$ cat src/common/adc_pkg.sv
package adc_pkg;

    // --------------------------------------------------
    // frame and channel layout
    // --------------------------------------------------

    // one adc frame with the channel in bits 15..13 and the whole word kept as the sample
    typedef logic [15:0] frame_t;

    localparam int NUM_CHANNELS = 8;
    localparam int CHAN_W       = 3;
    localparam int FRAME_BITS   = 16;
    localparam int RATE_W       = 32;
    localparam int SEQ_W        = 16;

    // --------------------------------------------------
    // serial link timing
    // --------------------------------------------------

    // clk cycles per half period of adc_sclk
    localparam int SCLK_DIV    = 2;
    localparam int DIV_W       = (SCLK_DIV > 1) ? $clog2(SCLK_DIV) : 1;
    // bit counter must reach FRAME_BITS
    localparam int BIT_W       = $clog2(FRAME_BITS + 1);
    // clk cycles with cs_n low for one transfer
    localparam int XFER_CYCLES = FRAME_BITS * 2 * SCLK_DIV;
    localparam int BUSY_W      = $clog2(XFER_CYCLES + 1);

    // one-hot state bit positions of the link FSM
    localparam int ST_GAP      = 0;
    localparam int ST_CMD      = 1;
    localparam int ST_READ     = 2;
    localparam int ST_OFFER    = 3;
    localparam int LINK_STATES = 4;

    // --------------------------------------------------
    // frame fifo
    // --------------------------------------------------
    localparam int FIFO_DEPTH = 4;
    localparam int PTR_W      = (FIFO_DEPTH > 1) ? $clog2(FIFO_DEPTH) : 1;
    localparam int CNT_W      = $clog2(FIFO_DEPTH + 1);

    // --------------------------------------------------
    // register map, low address byte
    // --------------------------------------------------
    localparam logic [7:0] REG_PROGRAM  = 8'h04;
    localparam logic [7:0] REG_SAMPLE   = 8'h07;
    localparam logic [7:0] REG_SEQUENCE = 8'h08;
    localparam logic [7:0] REG_ID       = 8'h09;
    localparam logic [7:0] REG_LAST     = 8'h0B;
    localparam logic [7:0] REG_RATE     = 8'h0D;

    localparam logic [15:0] ID_VALUE      = 16'h0ADC;
    // upper half of a PROGRAM word that marks a real command
    localparam logic [15:0] CMD_NEW_VALUE = 16'd1;

endpackage

$ cat src/adc/adc_sample_bank.sv
`timescale 1ns/1ns

module adc_sample_bank
    import adc_pkg::*;
(
    input  logic              clk,
    input  logic              reset,
    input  logic              run,
    input  logic              frame_valid,
    output logic              frame_ready,
    input  frame_t            frame_data,
    input  logic              rate_wr,
    input  logic [CHAN_W-1:0] rate_chan,
    input  logic [RATE_W-1:0] rate_value,
    input  logic [CHAN_W-1:0] rd_chan,
    output frame_t            rd_sample,
    output logic [SEQ_W-1:0]  rd_seq
);

    // newest frame seen per channel
    frame_t            latest [NUM_CHANNELS];
    // published values gathered for the read port
    frame_t            sample_arr [NUM_CHANNELS];
    logic [SEQ_W-1:0]  seq_arr [NUM_CHANNELS];
    logic [CHAN_W-1:0] in_chan;
    logic              take;

    // channel sits in the top bits of the frame
    assign in_chan = frame_data[FRAME_BITS-1 -: CHAN_W];
    assign take    = frame_valid & frame_ready;

    // ready from the first cycle after reset on
    always_ff @(posedge clk) begin
        frame_ready <= ~reset;
    end

    // --------------------------------------------------
    // latest frame per channel
    // --------------------------------------------------
    always_ff @(posedge clk) begin
        if (reset) begin
            for (int i = 0; i < NUM_CHANNELS; i++) begin
                latest[i] <= '0;
            end
        end else if (take) begin
            latest[in_chan] <= frame_data;
        end
    end

    // --------------------------------------------------
    // per channel rate counter and published sample
    // --------------------------------------------------
    for (genvar ch = 0; ch < NUM_CHANNELS; ch++) begin : g_chan
        logic [RATE_W-1:0] rate_q;
        logic [RATE_W-1:0] cnt_q;
        frame_t            sample_q;
        logic [SEQ_W-1:0]  seq_q;

        always_ff @(posedge clk) begin
            if (reset) begin
                rate_q   <= '0;
                cnt_q    <= RATE_W'(1);
                sample_q <= '0;
                seq_q    <= '0;
            end else begin
                if (rate_wr && rate_chan == CHAN_W'(ch)) begin
                    rate_q <= rate_value;
                end
                // park the counter at one while stopped or at rate zero
                if (!run || rate_q == '0) begin
                    cnt_q <= RATE_W'(1);
                end else if (cnt_q >= rate_q) begin
                    // on overflow publish and bump the sequence on the same edge
                    cnt_q    <= RATE_W'(1);
                    sample_q <= latest[ch];
                    seq_q    <= seq_q + 1'b1;
                end else begin
                    cnt_q <= cnt_q + 1'b1;
                end
            end
        end

        assign sample_arr[ch] = sample_q;
        assign seq_arr[ch]    = seq_q;
    end

    // combinational read port, registered in the bus
    assign rd_sample = sample_arr[rd_chan];
    assign rd_seq    = seq_arr[rd_chan];

endmodule

$ cat src/adc/adc_serial_link.sv
`timescale 1ns/1ns

module adc_serial_link
    import adc_pkg::*;
(
    input  logic        clk,
    input  logic        reset,
    input  logic        cmd_valid,
    input  logic [15:0] cmd_word,
    output logic        cmd_ready,
    output logic        frame_valid,
    output frame_t      frame_data,
    input  logic        frame_ready,
    output logic        adc_cs_n,
    output logic        adc_sclk,
    output logic        adc_din,
    input  logic        adc_dout
);

    logic [LINK_STATES-1:0] state;
    logic [DIV_W-1:0]       div_cnt;
    logic [BIT_W-1:0]       bit_cnt;
    logic                   sclk_q;
    logic [FRAME_BITS-1:0]  shift_out;
    frame_t                 shift_in;
    logic                   valid_q;

    logic shifting;
    logic tick;
    logic rise;
    logic fall;
    logic last_fall;
    logic gap_done;
    logic can_start;
    logic go;

    // --------------------------------------------------
    // sclk edges
    // --------------------------------------------------
    // sclk idles low, so every transfer opens with a low half period
    // the chip must show its msb as soon as cs_n falls
    assign shifting  = state[ST_CMD] | state[ST_READ];
    assign tick      = (div_cnt == DIV_W'(SCLK_DIV - 1));
    assign rise      = shifting & tick & ~sclk_q;
    assign fall      = shifting & tick & sclk_q;
    // falling edge after the 16th rising edge closes the transfer
    assign last_fall = fall & (bit_cnt == BIT_W'(FRAME_BITS));
    // gap lasts one full sclk period of two ticks
    assign gap_done  = state[ST_GAP] & tick & (bit_cnt == BIT_W'(1));
    assign can_start = gap_done | state[ST_OFFER];
    // no new transfer while the last frame is still offered
    assign go        = can_start & ~valid_q;
    assign cmd_ready = go;

    // --------------------------------------------------
    // one-hot FSM
    // --------------------------------------------------
    always_ff @(posedge clk) begin
        if (reset) begin
            state         <= '0;
            state[ST_GAP] <= 1'b1;
        end else if (go) begin
            state <= '0;
            // a pending command wins over a read
            if (cmd_valid) begin
                state[ST_CMD] <= 1'b1;
            end else begin
                state[ST_READ] <= 1'b1;
            end
        end else if (gap_done) begin
            // hold cs_n high until the frame is taken
            state           <= '0;
            state[ST_OFFER] <= 1'b1;
        end else if (last_fall) begin
            state         <= '0;
            state[ST_GAP] <= 1'b1;
        end
    end

    // divider, bit counter and sclk level
    always_ff @(posedge clk) begin
        if (reset) begin
            div_cnt <= '0;
            bit_cnt <= '0;
            sclk_q  <= 1'b0;
        end else begin
            if (go || tick) begin
                div_cnt <= '0;
            end else begin
                div_cnt <= div_cnt + 1'b1;
            end
            // counts rising edges in a transfer and ticks in the gap
            if (go || last_fall) begin
                bit_cnt <= '0;
            end else if (rise || (state[ST_GAP] && tick)) begin
                bit_cnt <= bit_cnt + 1'b1;
            end
            if (rise) begin
                sclk_q <= 1'b1;
            end else if (fall) begin
                sclk_q <= 1'b0;
            end
        end
    end

    // --------------------------------------------------
    // shift registers
    // --------------------------------------------------
    // din changes on falling edges and a read shifts out zeros
    always_ff @(posedge clk) begin
        if (reset) begin
            shift_out <= '0;
        end else if (go) begin
            shift_out <= cmd_valid ? cmd_word : '0;
        end else if (fall) begin
            shift_out <= {shift_out[FRAME_BITS-2:0], 1'b0};
        end
    end

    // dout sampled msb first on rising edges
    always_ff @(posedge clk) begin
        if (rise && state[ST_READ]) begin
            shift_in <= {shift_in[FRAME_BITS-2:0], adc_dout};
        end
    end

    // offer the frame on the cycle after the last rising edge
    always_ff @(posedge clk) begin
        if (reset) begin
            valid_q <= 1'b0;
        end else if (rise && state[ST_READ] && bit_cnt == BIT_W'(FRAME_BITS - 1)) begin
            valid_q <= 1'b1;
        end else if (frame_ready) begin
            valid_q <= 1'b0;
        end
    end

    assign frame_valid = valid_q;
    // shift_in is frozen until the frame is taken
    assign frame_data  = shift_in;
    assign adc_cs_n    = ~shifting;
    assign adc_sclk    = sclk_q;
    assign adc_din     = shift_out[FRAME_BITS-1];

endmodule

$ cat src/rtl/adc_control_top.sv
`timescale 1ns/1ns

module adc_control_top
    import adc_pkg::*;
(
    input  logic        clk,
    input  logic        reset,
    input  logic [15:0] addr,
    input  logic [31:0] wdata,
    input  logic        wr,
    input  logic        re,
    output logic [15:0] data_out,
    output logic        busy,
    input  logic        run,
    output logic        adc_cs_n,
    output logic        adc_sclk,
    output logic        adc_din,
    input  logic        adc_dout
);

    // --------------------------------------------------
    // internal connections
    // --------------------------------------------------
    // command hand-off, bus to link
    logic              cmd_valid;
    logic              cmd_ready;
    logic [15:0]       cmd_word;
    // link to fifo
    logic              link_valid;
    logic              link_ready;
    frame_t            link_data;
    // fifo to bank
    logic              bank_valid;
    logic              bank_ready;
    frame_t            bank_data;
    // rate writes and read port
    logic              rate_wr;
    logic [CHAN_W-1:0] rate_chan;
    logic [RATE_W-1:0] rate_value;
    logic [CHAN_W-1:0] rd_chan;
    frame_t            rd_sample;
    logic [SEQ_W-1:0]  rd_seq;

    adc_reg_bus u_bus (
        .clk        (clk),
        .reset      (reset),
        .addr       (addr),
        .wdata      (wdata),
        .wr         (wr),
        .re         (re),
        .rdata      (data_out),
        .busy       (busy),
        .cmd_valid  (cmd_valid),
        .cmd_word   (cmd_word),
        .cmd_ready  (cmd_ready),
        .rate_wr    (rate_wr),
        .rate_chan  (rate_chan),
        .rate_value (rate_value),
        .rd_chan    (rd_chan),
        .rd_sample  (rd_sample),
        .rd_seq     (rd_seq)
    );

    adc_serial_link u_link (
        .clk         (clk),
        .reset       (reset),
        .cmd_valid   (cmd_valid),
        .cmd_word    (cmd_word),
        .cmd_ready   (cmd_ready),
        .frame_valid (link_valid),
        .frame_data  (link_data),
        .frame_ready (link_ready),
        .adc_cs_n    (adc_cs_n),
        .adc_sclk    (adc_sclk),
        .adc_din     (adc_din),
        .adc_dout    (adc_dout)
    );

    frame_fifo u_fifo (
        .clk       (clk),
        .reset     (reset),
        .in_valid  (link_valid),
        .in_ready  (link_ready),
        .in_data   (link_data),
        .out_valid (bank_valid),
        .out_ready (bank_ready),
        .out_data  (bank_data)
    );

    adc_sample_bank u_bank (
        .clk         (clk),
        .reset       (reset),
        .run         (run),
        .frame_valid (bank_valid),
        .frame_ready (bank_ready),
        .frame_data  (bank_data),
        .rate_wr     (rate_wr),
        .rate_chan   (rate_chan),
        .rate_value  (rate_value),
        .rd_chan     (rd_chan),
        .rd_sample   (rd_sample),
        .rd_seq      (rd_seq)
    );

endmodule

$ cat src/rtl/adc_reg_bus.sv
`timescale 1ns/1ns

module adc_reg_bus
    import adc_pkg::*;
(
    input  logic              clk,
    input  logic              reset,
    input  logic [15:0]       addr,
    input  logic [31:0]       wdata,
    input  logic              wr,
    input  logic              re,
    output logic [15:0]       rdata,
    output logic              busy,
    output logic              cmd_valid,
    output logic [15:0]       cmd_word,
    input  logic              cmd_ready,
    output logic              rate_wr,
    output logic [CHAN_W-1:0] rate_chan,
    output logic [RATE_W-1:0] rate_value,
    output logic [CHAN_W-1:0] rd_chan,
    input  frame_t            rd_sample,
    input  logic [SEQ_W-1:0]  rd_seq
);

    logic [7:0]        offset;
    logic [7:0]        chan_field;
    logic              chan_ok;
    logic              cmd_take;
    logic              program_wr;
    logic [15:0]       last_q;
    logic [BUSY_W-1:0] busy_cnt;

    // --------------------------------------------------
    // address decode
    // --------------------------------------------------
    // addr[15:8] picks the channel, addr[7:0] the register
    assign offset     = addr[7:0];
    assign chan_field = addr[15:8];
    // channels eight and up are ignored
    assign chan_ok    = (chan_field < 8'(NUM_CHANNELS));
    assign rd_chan    = chan_field[CHAN_W-1:0];

    assign rate_wr    = wr & chan_ok & (offset == REG_RATE);
    assign rate_chan  = chan_field[CHAN_W-1:0];
    assign rate_value = wdata;

    assign program_wr = wr & chan_ok & (offset == REG_PROGRAM) &
                        (wdata[31:16] == CMD_NEW_VALUE);
    assign cmd_take   = cmd_valid & cmd_ready;
    // high while pending or while the link shifts it out
    assign busy       = cmd_valid | (busy_cnt != '0);

    // --------------------------------------------------
    // command hand-off
    // --------------------------------------------------
    always_ff @(posedge clk) begin
        if (reset) begin
            cmd_valid <= 1'b0;
            busy_cnt  <= '0;
            last_q    <= '0;
        end else begin
            if (program_wr) begin
                cmd_valid <= 1'b1;
            end else if (cmd_take) begin
                cmd_valid <= 1'b0;
            end
            // link shifts for XFER_CYCLES after the hand-off
            if (cmd_take) begin
                busy_cnt <= BUSY_W'(XFER_CYCLES);
                last_q   <= cmd_word;
            end else if (busy_cnt != '0) begin
                busy_cnt <= busy_cnt - 1'b1;
            end
        end
    end

    // command word captured with each accepted PROGRAM write
    always_ff @(posedge clk) begin
        if (program_wr) begin
            cmd_word <= wdata[15:0];
        end
    end

    // read data one cycle after re and zero without a read
    always_ff @(posedge clk) begin
        if (reset) begin
            rdata <= '0;
        end else if (re && chan_ok) begin
            case (offset)
                REG_SAMPLE:   rdata <= rd_sample;
                REG_SEQUENCE: rdata <= rd_seq;
                REG_ID:       rdata <= ID_VALUE;
                REG_LAST:     rdata <= last_q;
                default:      rdata <= '0;
            endcase
        end else begin
            rdata <= '0;
        end
    end

endmodule

$ cat src/rtl/frame_fifo.sv
`timescale 1ns/1ns

module frame_fifo
    import adc_pkg::*;
(
    input  logic   clk,
    input  logic   reset,
    input  logic   in_valid,
    output logic   in_ready,
    input  frame_t in_data,
    output logic   out_valid,
    input  logic   out_ready,
    output frame_t out_data
);

    frame_t           mem [FIFO_DEPTH];
    logic [PTR_W-1:0] wr_ptr;
    logic [PTR_W-1:0] rd_ptr;
    logic [CNT_W-1:0] count;
    logic             push;
    logic             pop;

    assign in_ready  = (count != CNT_W'(FIFO_DEPTH));
    assign out_valid = (count != '0);
    assign push      = in_valid & in_ready;
    assign pop       = out_valid & out_ready;
    // head entry shows one cycle after its push
    assign out_data  = mem[rd_ptr];

    always_ff @(posedge clk) begin
        if (push) begin
            mem[wr_ptr] <= in_data;
        end
    end

    // --------------------------------------------------
    // pointers and fill level
    // --------------------------------------------------
    always_ff @(posedge clk) begin
        if (reset) begin
            wr_ptr <= '0;
            rd_ptr <= '0;
            count  <= '0;
        end else begin
            if (push) begin
                // explicit wrap so the depth need not be a power of two
                wr_ptr <= (wr_ptr == PTR_W'(FIFO_DEPTH - 1)) ? '0 : wr_ptr + 1'b1;
            end
            if (pop) begin
                rd_ptr <= (rd_ptr == PTR_W'(FIFO_DEPTH - 1)) ? '0 : rd_ptr + 1'b1;
            end
            // push and pop together leave count alone
            if (push && !pop) begin
                count <= count + 1'b1;
            end else if (pop && !push) begin
                count <= count - 1'b1;
            end
        end
    end

endmodule

$ cat config.mk
export PLATFORM = sky130hd
export DESIGN_NAME = adc_control_top
export DESIGN_NICKNAME = d
export VERILOG_FILES = /design/src/common/adc_pkg.sv /design/src/adc/adc_sample_bank.sv /design/src/adc/adc_serial_link.sv /design/src/rtl/adc_control_top.sv /design/src/rtl/adc_reg_bus.sv /design/src/rtl/frame_fifo.sv
export SDC_FILE = /design/constraint.sdc
export NUM_CORES = 2
export LEC_CHECK = 0
export ABC_AREA = 1
export BUFFER_PORTS_ARGS = -buffer_cell sky130_fd_sc_hd__buf_2
export CORE_ASPECT_RATIO = 0.75
export CORE_MARGIN = 2
export CORE_UTILIZATION = 60
export DETAILED_ROUTE_END_ITERATION = 10
export PLACE_DENSITY = 0.76
export SYNTH_ARGS = -nofsm -noshare
export SYNTH_HDL_FRONTEND = slang
export SYNTH_SLANG_ARGS = --single-unit
$ cat constraint.sdc
create_clock -name clk -period 3.5 [get_ports clk]
set_input_delay 0.7 -clock clk [delete_from_list [all_inputs] [get_ports clk]]
set_output_delay 0.7 -clock clk [all_outputs]
set_load 0.01 [all_outputs]
**After elaboration in Yosys (flattened, before gate mapping)**

Memory sizes are Yosys's and may differ from the RTL's. A register that Yosys moved wholly into a read port is not among the register bits.
Index checks and enable logic that the tools add are counted.

- Add/sub/neg operators: 23
- $lt $le $gt $ge: 10
- Eq/ne operators: 20
- Multiplexer cells: 39
- Bitwise gates (word level): 31
- Reduce and logical (&&, ||, !) cells: 69

Operators with widths:

| operator | count |
|---|---|
| $add 32x1->32 const B | 8 |
| $ge 32x32->1 | 8 |
| $logic_not 32->1 | 8 |
| $add 16x1->16 const B | 8 |
| $mux 16 | 8 |
| $bmux 16 s3 | 2 |
| $pmux 16 s4 | 1 |
| $eq 8x4->1 const B | 4 |
| $reduce_or 3->1 | 8 |
| $eq 16x1->1 const B | 1 |
| $eq 8x3->1 const B | 2 |
| $mux 1 | 16 |
| $reduce_and 2->1 | 8 |
| $reduce_or 16->1 | 1 |
| $and 1x1->1 | 14 |
| $logic_and 1x1->1 | 14 |
| $mux 7 | 2 |
| $reduce_bool 2->1 | 7 |
| $not 1->1 | 13 |
| $eq 3x3->1 const B | 4 |
| $mux 3 | 4 |
| $logic_or 1x1->1 | 11 |
| $reduce_or 2->1 | 5 |
| $lt 8x4->1 const B | 1 |
| 22 further kinds | 34 |

- Flip-flop bits (word level): 748
- RAM bits: 192
- Input port bits: 54
- Output and inout port bits: 20
- Logic and storage cells: 236
- Memories: 2

Memory list:

| memory | depth | bits a word | read ports | clocked after memory_dff | wr ports | RTL line | RTL |
|---|---|---|---|---|---|---|---|
| u_bank.latest | 8 | 16 | 8 | 8 | 8 | adc_sample_bank.sv:21 | `frame_t latest [NUM_CHANNELS];` |
| u_fifo.mem | 4 | 16 | 1 | 1 | 1 | frame_fifo.sv:16 | `frame_t mem [FIFO_DEPTH];` |

**Depth between registers and ports, before layout**

- Word-level depth: 7
- Gate-level depth with buffers: 18
- Mapped depth without buffers: 17

**Cells and area by module**

From an unflattened synthesis, not the netlist that was laid out.

- Cells, all modules: 7,376
- Area, all modules: 55,288.0 µm²

Modules (own cells, without submodules):

| module | instances | cells each | area an instance (µm²) | sequential area each (µm²) |
|---|---|---|---|---|
| adc_sample_bank | 1 | 6,550 | 47,548.1 | 19,238.5 |
| frame_fifo | 1 | 223 | 2,895.3 | 2,102.0 |
| adc_reg_bus | 1 | 363 | 2,812.7 | 1,281.2 |
| adc_serial_link | 1 | 240 | 2,031.9 | 1,041.0 |

**Worst setup path before layout**

Ideal clock, no wire load.

- Kind: input to register
- Start point: in wdata[28]
- End point: reg u_bus.cmd_word[0], enable pin
- Setup time: 0.390 ns
- Data arrival time: 2.228 ns
- Required time: 3.110 ns
- Path slack: 0.882 ns
- Cell stages on the path: 5
- Path buffers: 1
- Cells stage by stage: clkbuf_1 > or2_2 > nor4_1 > nand4_1 > nor2_1

- Cells in the longest elaborated chain, start to end: 2

RTL lines:

| element | RTL line | RTL |
|---|---|---|
| from (decl) | adc_control_top.sv:9 | `input logic [31:0] wdata,` |
| $eq 16x1->1 | adc_reg_bus.sv:48 | `(wdata[31:16] == CMD_NEW_VALUE);` |
| $and 1x1->1 | adc_reg_bus.sv:47 | `assign program_wr = wr & chan_ok & (offset == REG_PROGRAM) &` |
| named net u_bus.program_wr | adc_reg_bus.sv:29 | `logic program_wr;` |
| to (signal assigned) | adc_reg_bus.sv:80 | `cmd_word <= wdata[15:0];` |
| to (decl) | adc_reg_bus.sv:15 | `output logic [15:0] cmd_word,` |

The timed path passes the listed nets, and every way through them passes these cells.
A chain may end at the register's enable or synchronous reset.

==> impl_metrics.csv <==
group,metric,value,unit
clocking,cts_max_level,3,
worst_setup_path,worst-path-buf-inv,4,
min_path,hold_path_class,"input port to register",
clocking,cts_root_buffer,"clkbuf_16",
placement,dp.cells,8505,
placement,portBuffers,73,
routing,drc_errors,0,
worst_setup_path,critPathLaunchType,"register",
die,die_h,266,µm
final_layout,drive_gt1_share,7.17,%
clocking,clock_path_buffers,3,
clocking,cts_resized,0,
logic_synthesis,synth_fa_ha_area_share,6.48,%
die,initial_core_util,60.3,%
worst_setup_path,reg2reg_to,"u_bank.latest[3][5]",
die,coreArea,91000,µm²
power,power_density,451,nW/µm²
die,io_pins,74,
clocking,cts_tree,"yes",
global_route,antenna_found_initial,3,
worst_setup_path,crit_required,3850,ps
worst_setup_path,critPathMaxStageDelay,670,ps
final_layout,area_delta_synth_final,9.63,%
worst_setup_path,worst-r2r-cell-count,9,
placement,gp_congestion,0.969,
global_route,grt_max_degree,147,
clocking,cts_setup_buffers,0,
logic_synthesis,synth-async-reset-ratio,0,%
power,sw_frac_of_total,25.8,%
timing,setup_tns,0,ps
logic_synthesis,syn_avg_cell_area,7.41,µm²
die,die_area,94000,µm²
worst_setup_path,criticalPathCategory,"register to register",
routing,drtIter0Drc,6536,
die,die_w,353,µm
worst_setup_path,crit_chain,"inv_2 > nand2_1 > a32oi_1 > inv_1 > nor2_1 > inv_1 > nor2_2 > inv_2 > nand2_1",
timing,finalCriticalPeriod,2920,ps
power,p_clk_share,44.2,%
timing,post-route-period-util,83.3,%
timing,rsz0062_at_grt,"no",
global_route,grt_pass1_wl,251,mm
clocking,cts_buffers,104,
logic_synthesis,ys_ff_latch,1070,
clocking,clkTransAtPathRegs,60,ps
worst_setup_path,crit_cells,9,
final_layout,area.sequential,23700,µm²
timing,setup_ws,584,ps
power,power_frac_seq,47.7,%
die,rows,96,
global_route,track_usage,33.4,%
worst_setup_path,arrival,3260,ps
worst_setup_path,crit_family,"simple AND/OR/NAND/NOR gates",
logic_synthesis,synth-simple-area-share,30.1,%
power,ir_drop,0.000425,V
timing,max_freq,343,MHz
final_layout,final_nets,7724,
logic_synthesis,synth-edff-count,224,
global_route,overflow,0,
timing,setup_violations,0,
timing,max-slew-margin-rel,24.2,%
worst_setup_path,worstSetupEndpoint,"u_bank.latest[3][5]",
logic_synthesis,synth.distinct_cells,59,
routing,vias_per_cell,5.77,
power,p_int,20.2,mW
timing,hold_violations,0,
placement,dpl_worst_slack,467,ps
final_layout,multiInputGateArea,26900,µm²
placement,hpwl,111,mm
power,power,27.2,mW
logic_synthesis,synth_compound_area_share,9.35,%
logic_synthesis,synth_top_family_by_area,"simple AND/OR/NAND/NOR gates",
routing,first_pass_iters,6,
logic_synthesis,syn_area,54900,µm²
final_layout,layout.cells.non_filler,8702,
final_layout,fillers,7814,
power,p_sw,7.00,mW
logic_synthesis,synth_ff_type,"dfxtp_1",
routing,antenna_left,0,
logic_synthesis,synth_cells,7407,
logic_synthesis,synthMuxAreaShare,0,%
routing,vias,50200,
logic_synthesis,yosys_warnings,0,
routing,routed_wl,161,mm
power,power.static_leakage,23.0,nW
timing,worstMarginPinSlew,1130,ps
clocking,numClockSinks,1070,
worst_setup_path,rrSetupSlack,580,ps
routing,routedWlPerCell,18.5,µm
clocking,clock_latency,740,ps
logic_synthesis,synth_xor_xnor_area_share,2.81,%
job,maxCapViolCount,0,
global_route,grt_pass1_vias,45700,
final_layout,post-route-util,66.1,%
worst_setup_path,cp_max_fo,32,
timing,skew,35.2,ps
timing,final_max_slew_viol_count,0,
worst_setup_path,end_kind,"register",
run_status,status,"finished clean",
clocking,post_cts_hold_buffer_count,0,
logic_synthesis,ys_seq_area_share,43.1,%
worst_setup_path,cpMaxStageDelayCell,"nand2_1",
power,combPwrFrac,8.2,%
## synthesized netlist by cell type (all sizes together) (2+ instances only)
cell type,number,area [µm²]
dfxtp,846,16900
nor3b,5,47.5
o211ai,5,37.5
edfxtp,224,6730
nand2,1569,5900
nor4,29,203
xor2,110,963
o2bb2ai,2,17.5
a32oi,3,33.8
o21ai,78,390
nand4,170,1070
and3,6,37.5
or2,72,450
a22oi,55,413
o2111ai,6,52.6
nor2,1094,4200
buf,132,759
o22ai,6,37.5
xnor2,66,578
nand3b,93,698
inv,783,2940
ha,283,3540
nand3,645,3260
o21bai,2,15.0
a32o,13,130
nor3,113,632
clkbuf,208,800
a21o,13,97.6
a21oi,755,3780
o21a,12,90.1
## stage by stage
stage                     area [µm²]  hold slack [ps]
after floorplan                55000              411
after global placement         56500              436
after detailed placement       56500              447
after CTS                      60200              116
after global routing           60200              121
final                          60200              156
## registers in the layout, indices dropped and copies added, names as in the netlist, 64 cells and up, named ones only
name                    cells
u_bank.g_chan.seq_q       128
u_bank.g_chan.sample_q    128
u_bank.g_chan.rate_q      256
u_fifo.mem                 64
u_bank.latest             128
u_bank.g_chan.cnt_q       256
## kinds of logic (layout without fill, tap and decap cells)
| family | Yosys count | count (layout) |
|---|---|---|
| buf+inv | 1123 | 1180 |
| compound gates | 955 | 955 |
| simple gates | 3798 | 3798 |
| xor+xnor | 176 | 176 |
| fa+ha+maj | 284 | 284 |
| flops | 1070 | 1070 |
| other cells | 1 | 14 |
## power by group through the flow
stage	clock network [mW]	registers [mW]	logic [mW]
floorplan	0	13.2	1.29
global placement	0	13.2	2.10
detailed placement	0	13.2	2.15
CTS	12.1	12.9	2.17
global route	12.5	13.0	2.36
finish	12.0	12.9	2.22
## per-layer routing
metal | wire length, µm | vias up | track usage (%)
li1 | - | 24200 | -
met1 | 70700 | 23300 | 49.4
met2 | 65800 | 2494 | 48.6
met3 | 19900 | 279 | 7.97
met4 | 4170 | 0 | 9.20
met5 | 0 | - | 0
## layout make-up
class                           count  share of cell area (%)
Sequential cell                  1070                    39.3
Timing Repair Buffer              202                    2.52
Tap cell                         1225                    2.55
Antenna cell                        2                 0.00831
Clock inverter                     44                   0.890
Inverter                          783                    4.89
Multi-Input combinational cell   5225                    44.7
Clock buffer                      151                    5.18
## worst min-delay path by stage
stage	start	end	slack, ps	cells past startpoint
floorplan	u_link.div_cnt	u_link.div_cnt	410	1
global placement	u_link.div_cnt	u_link.div_cnt	440	1
detailed placement	u_link.div_cnt	u_link.div_cnt	450	1
CTS	adc_dout	u_link.frame_data[0]	120	1
global route	adc_dout	u_link.frame_data[0]	120	1
finish	adc_dout	u_link.frame_data[0]	160	1
## cells in the final DEF, fill, tap and decap left out, types with 77 or more instances in the layout
master,count
nor3_1,101
edfxtp_1,224
clkbuf_16,110
ha_1,283
nand3_1,639
nand2_1,1556
inv_1,759
dfxtp_1,846
nand4_1,169
nand3b_1,93
a21oi_1,754
xor2_1,110
buf_4,115
nor2_1,1054
o21ai_0,77
Note: power is estimated with default switching activity, not from simulation.
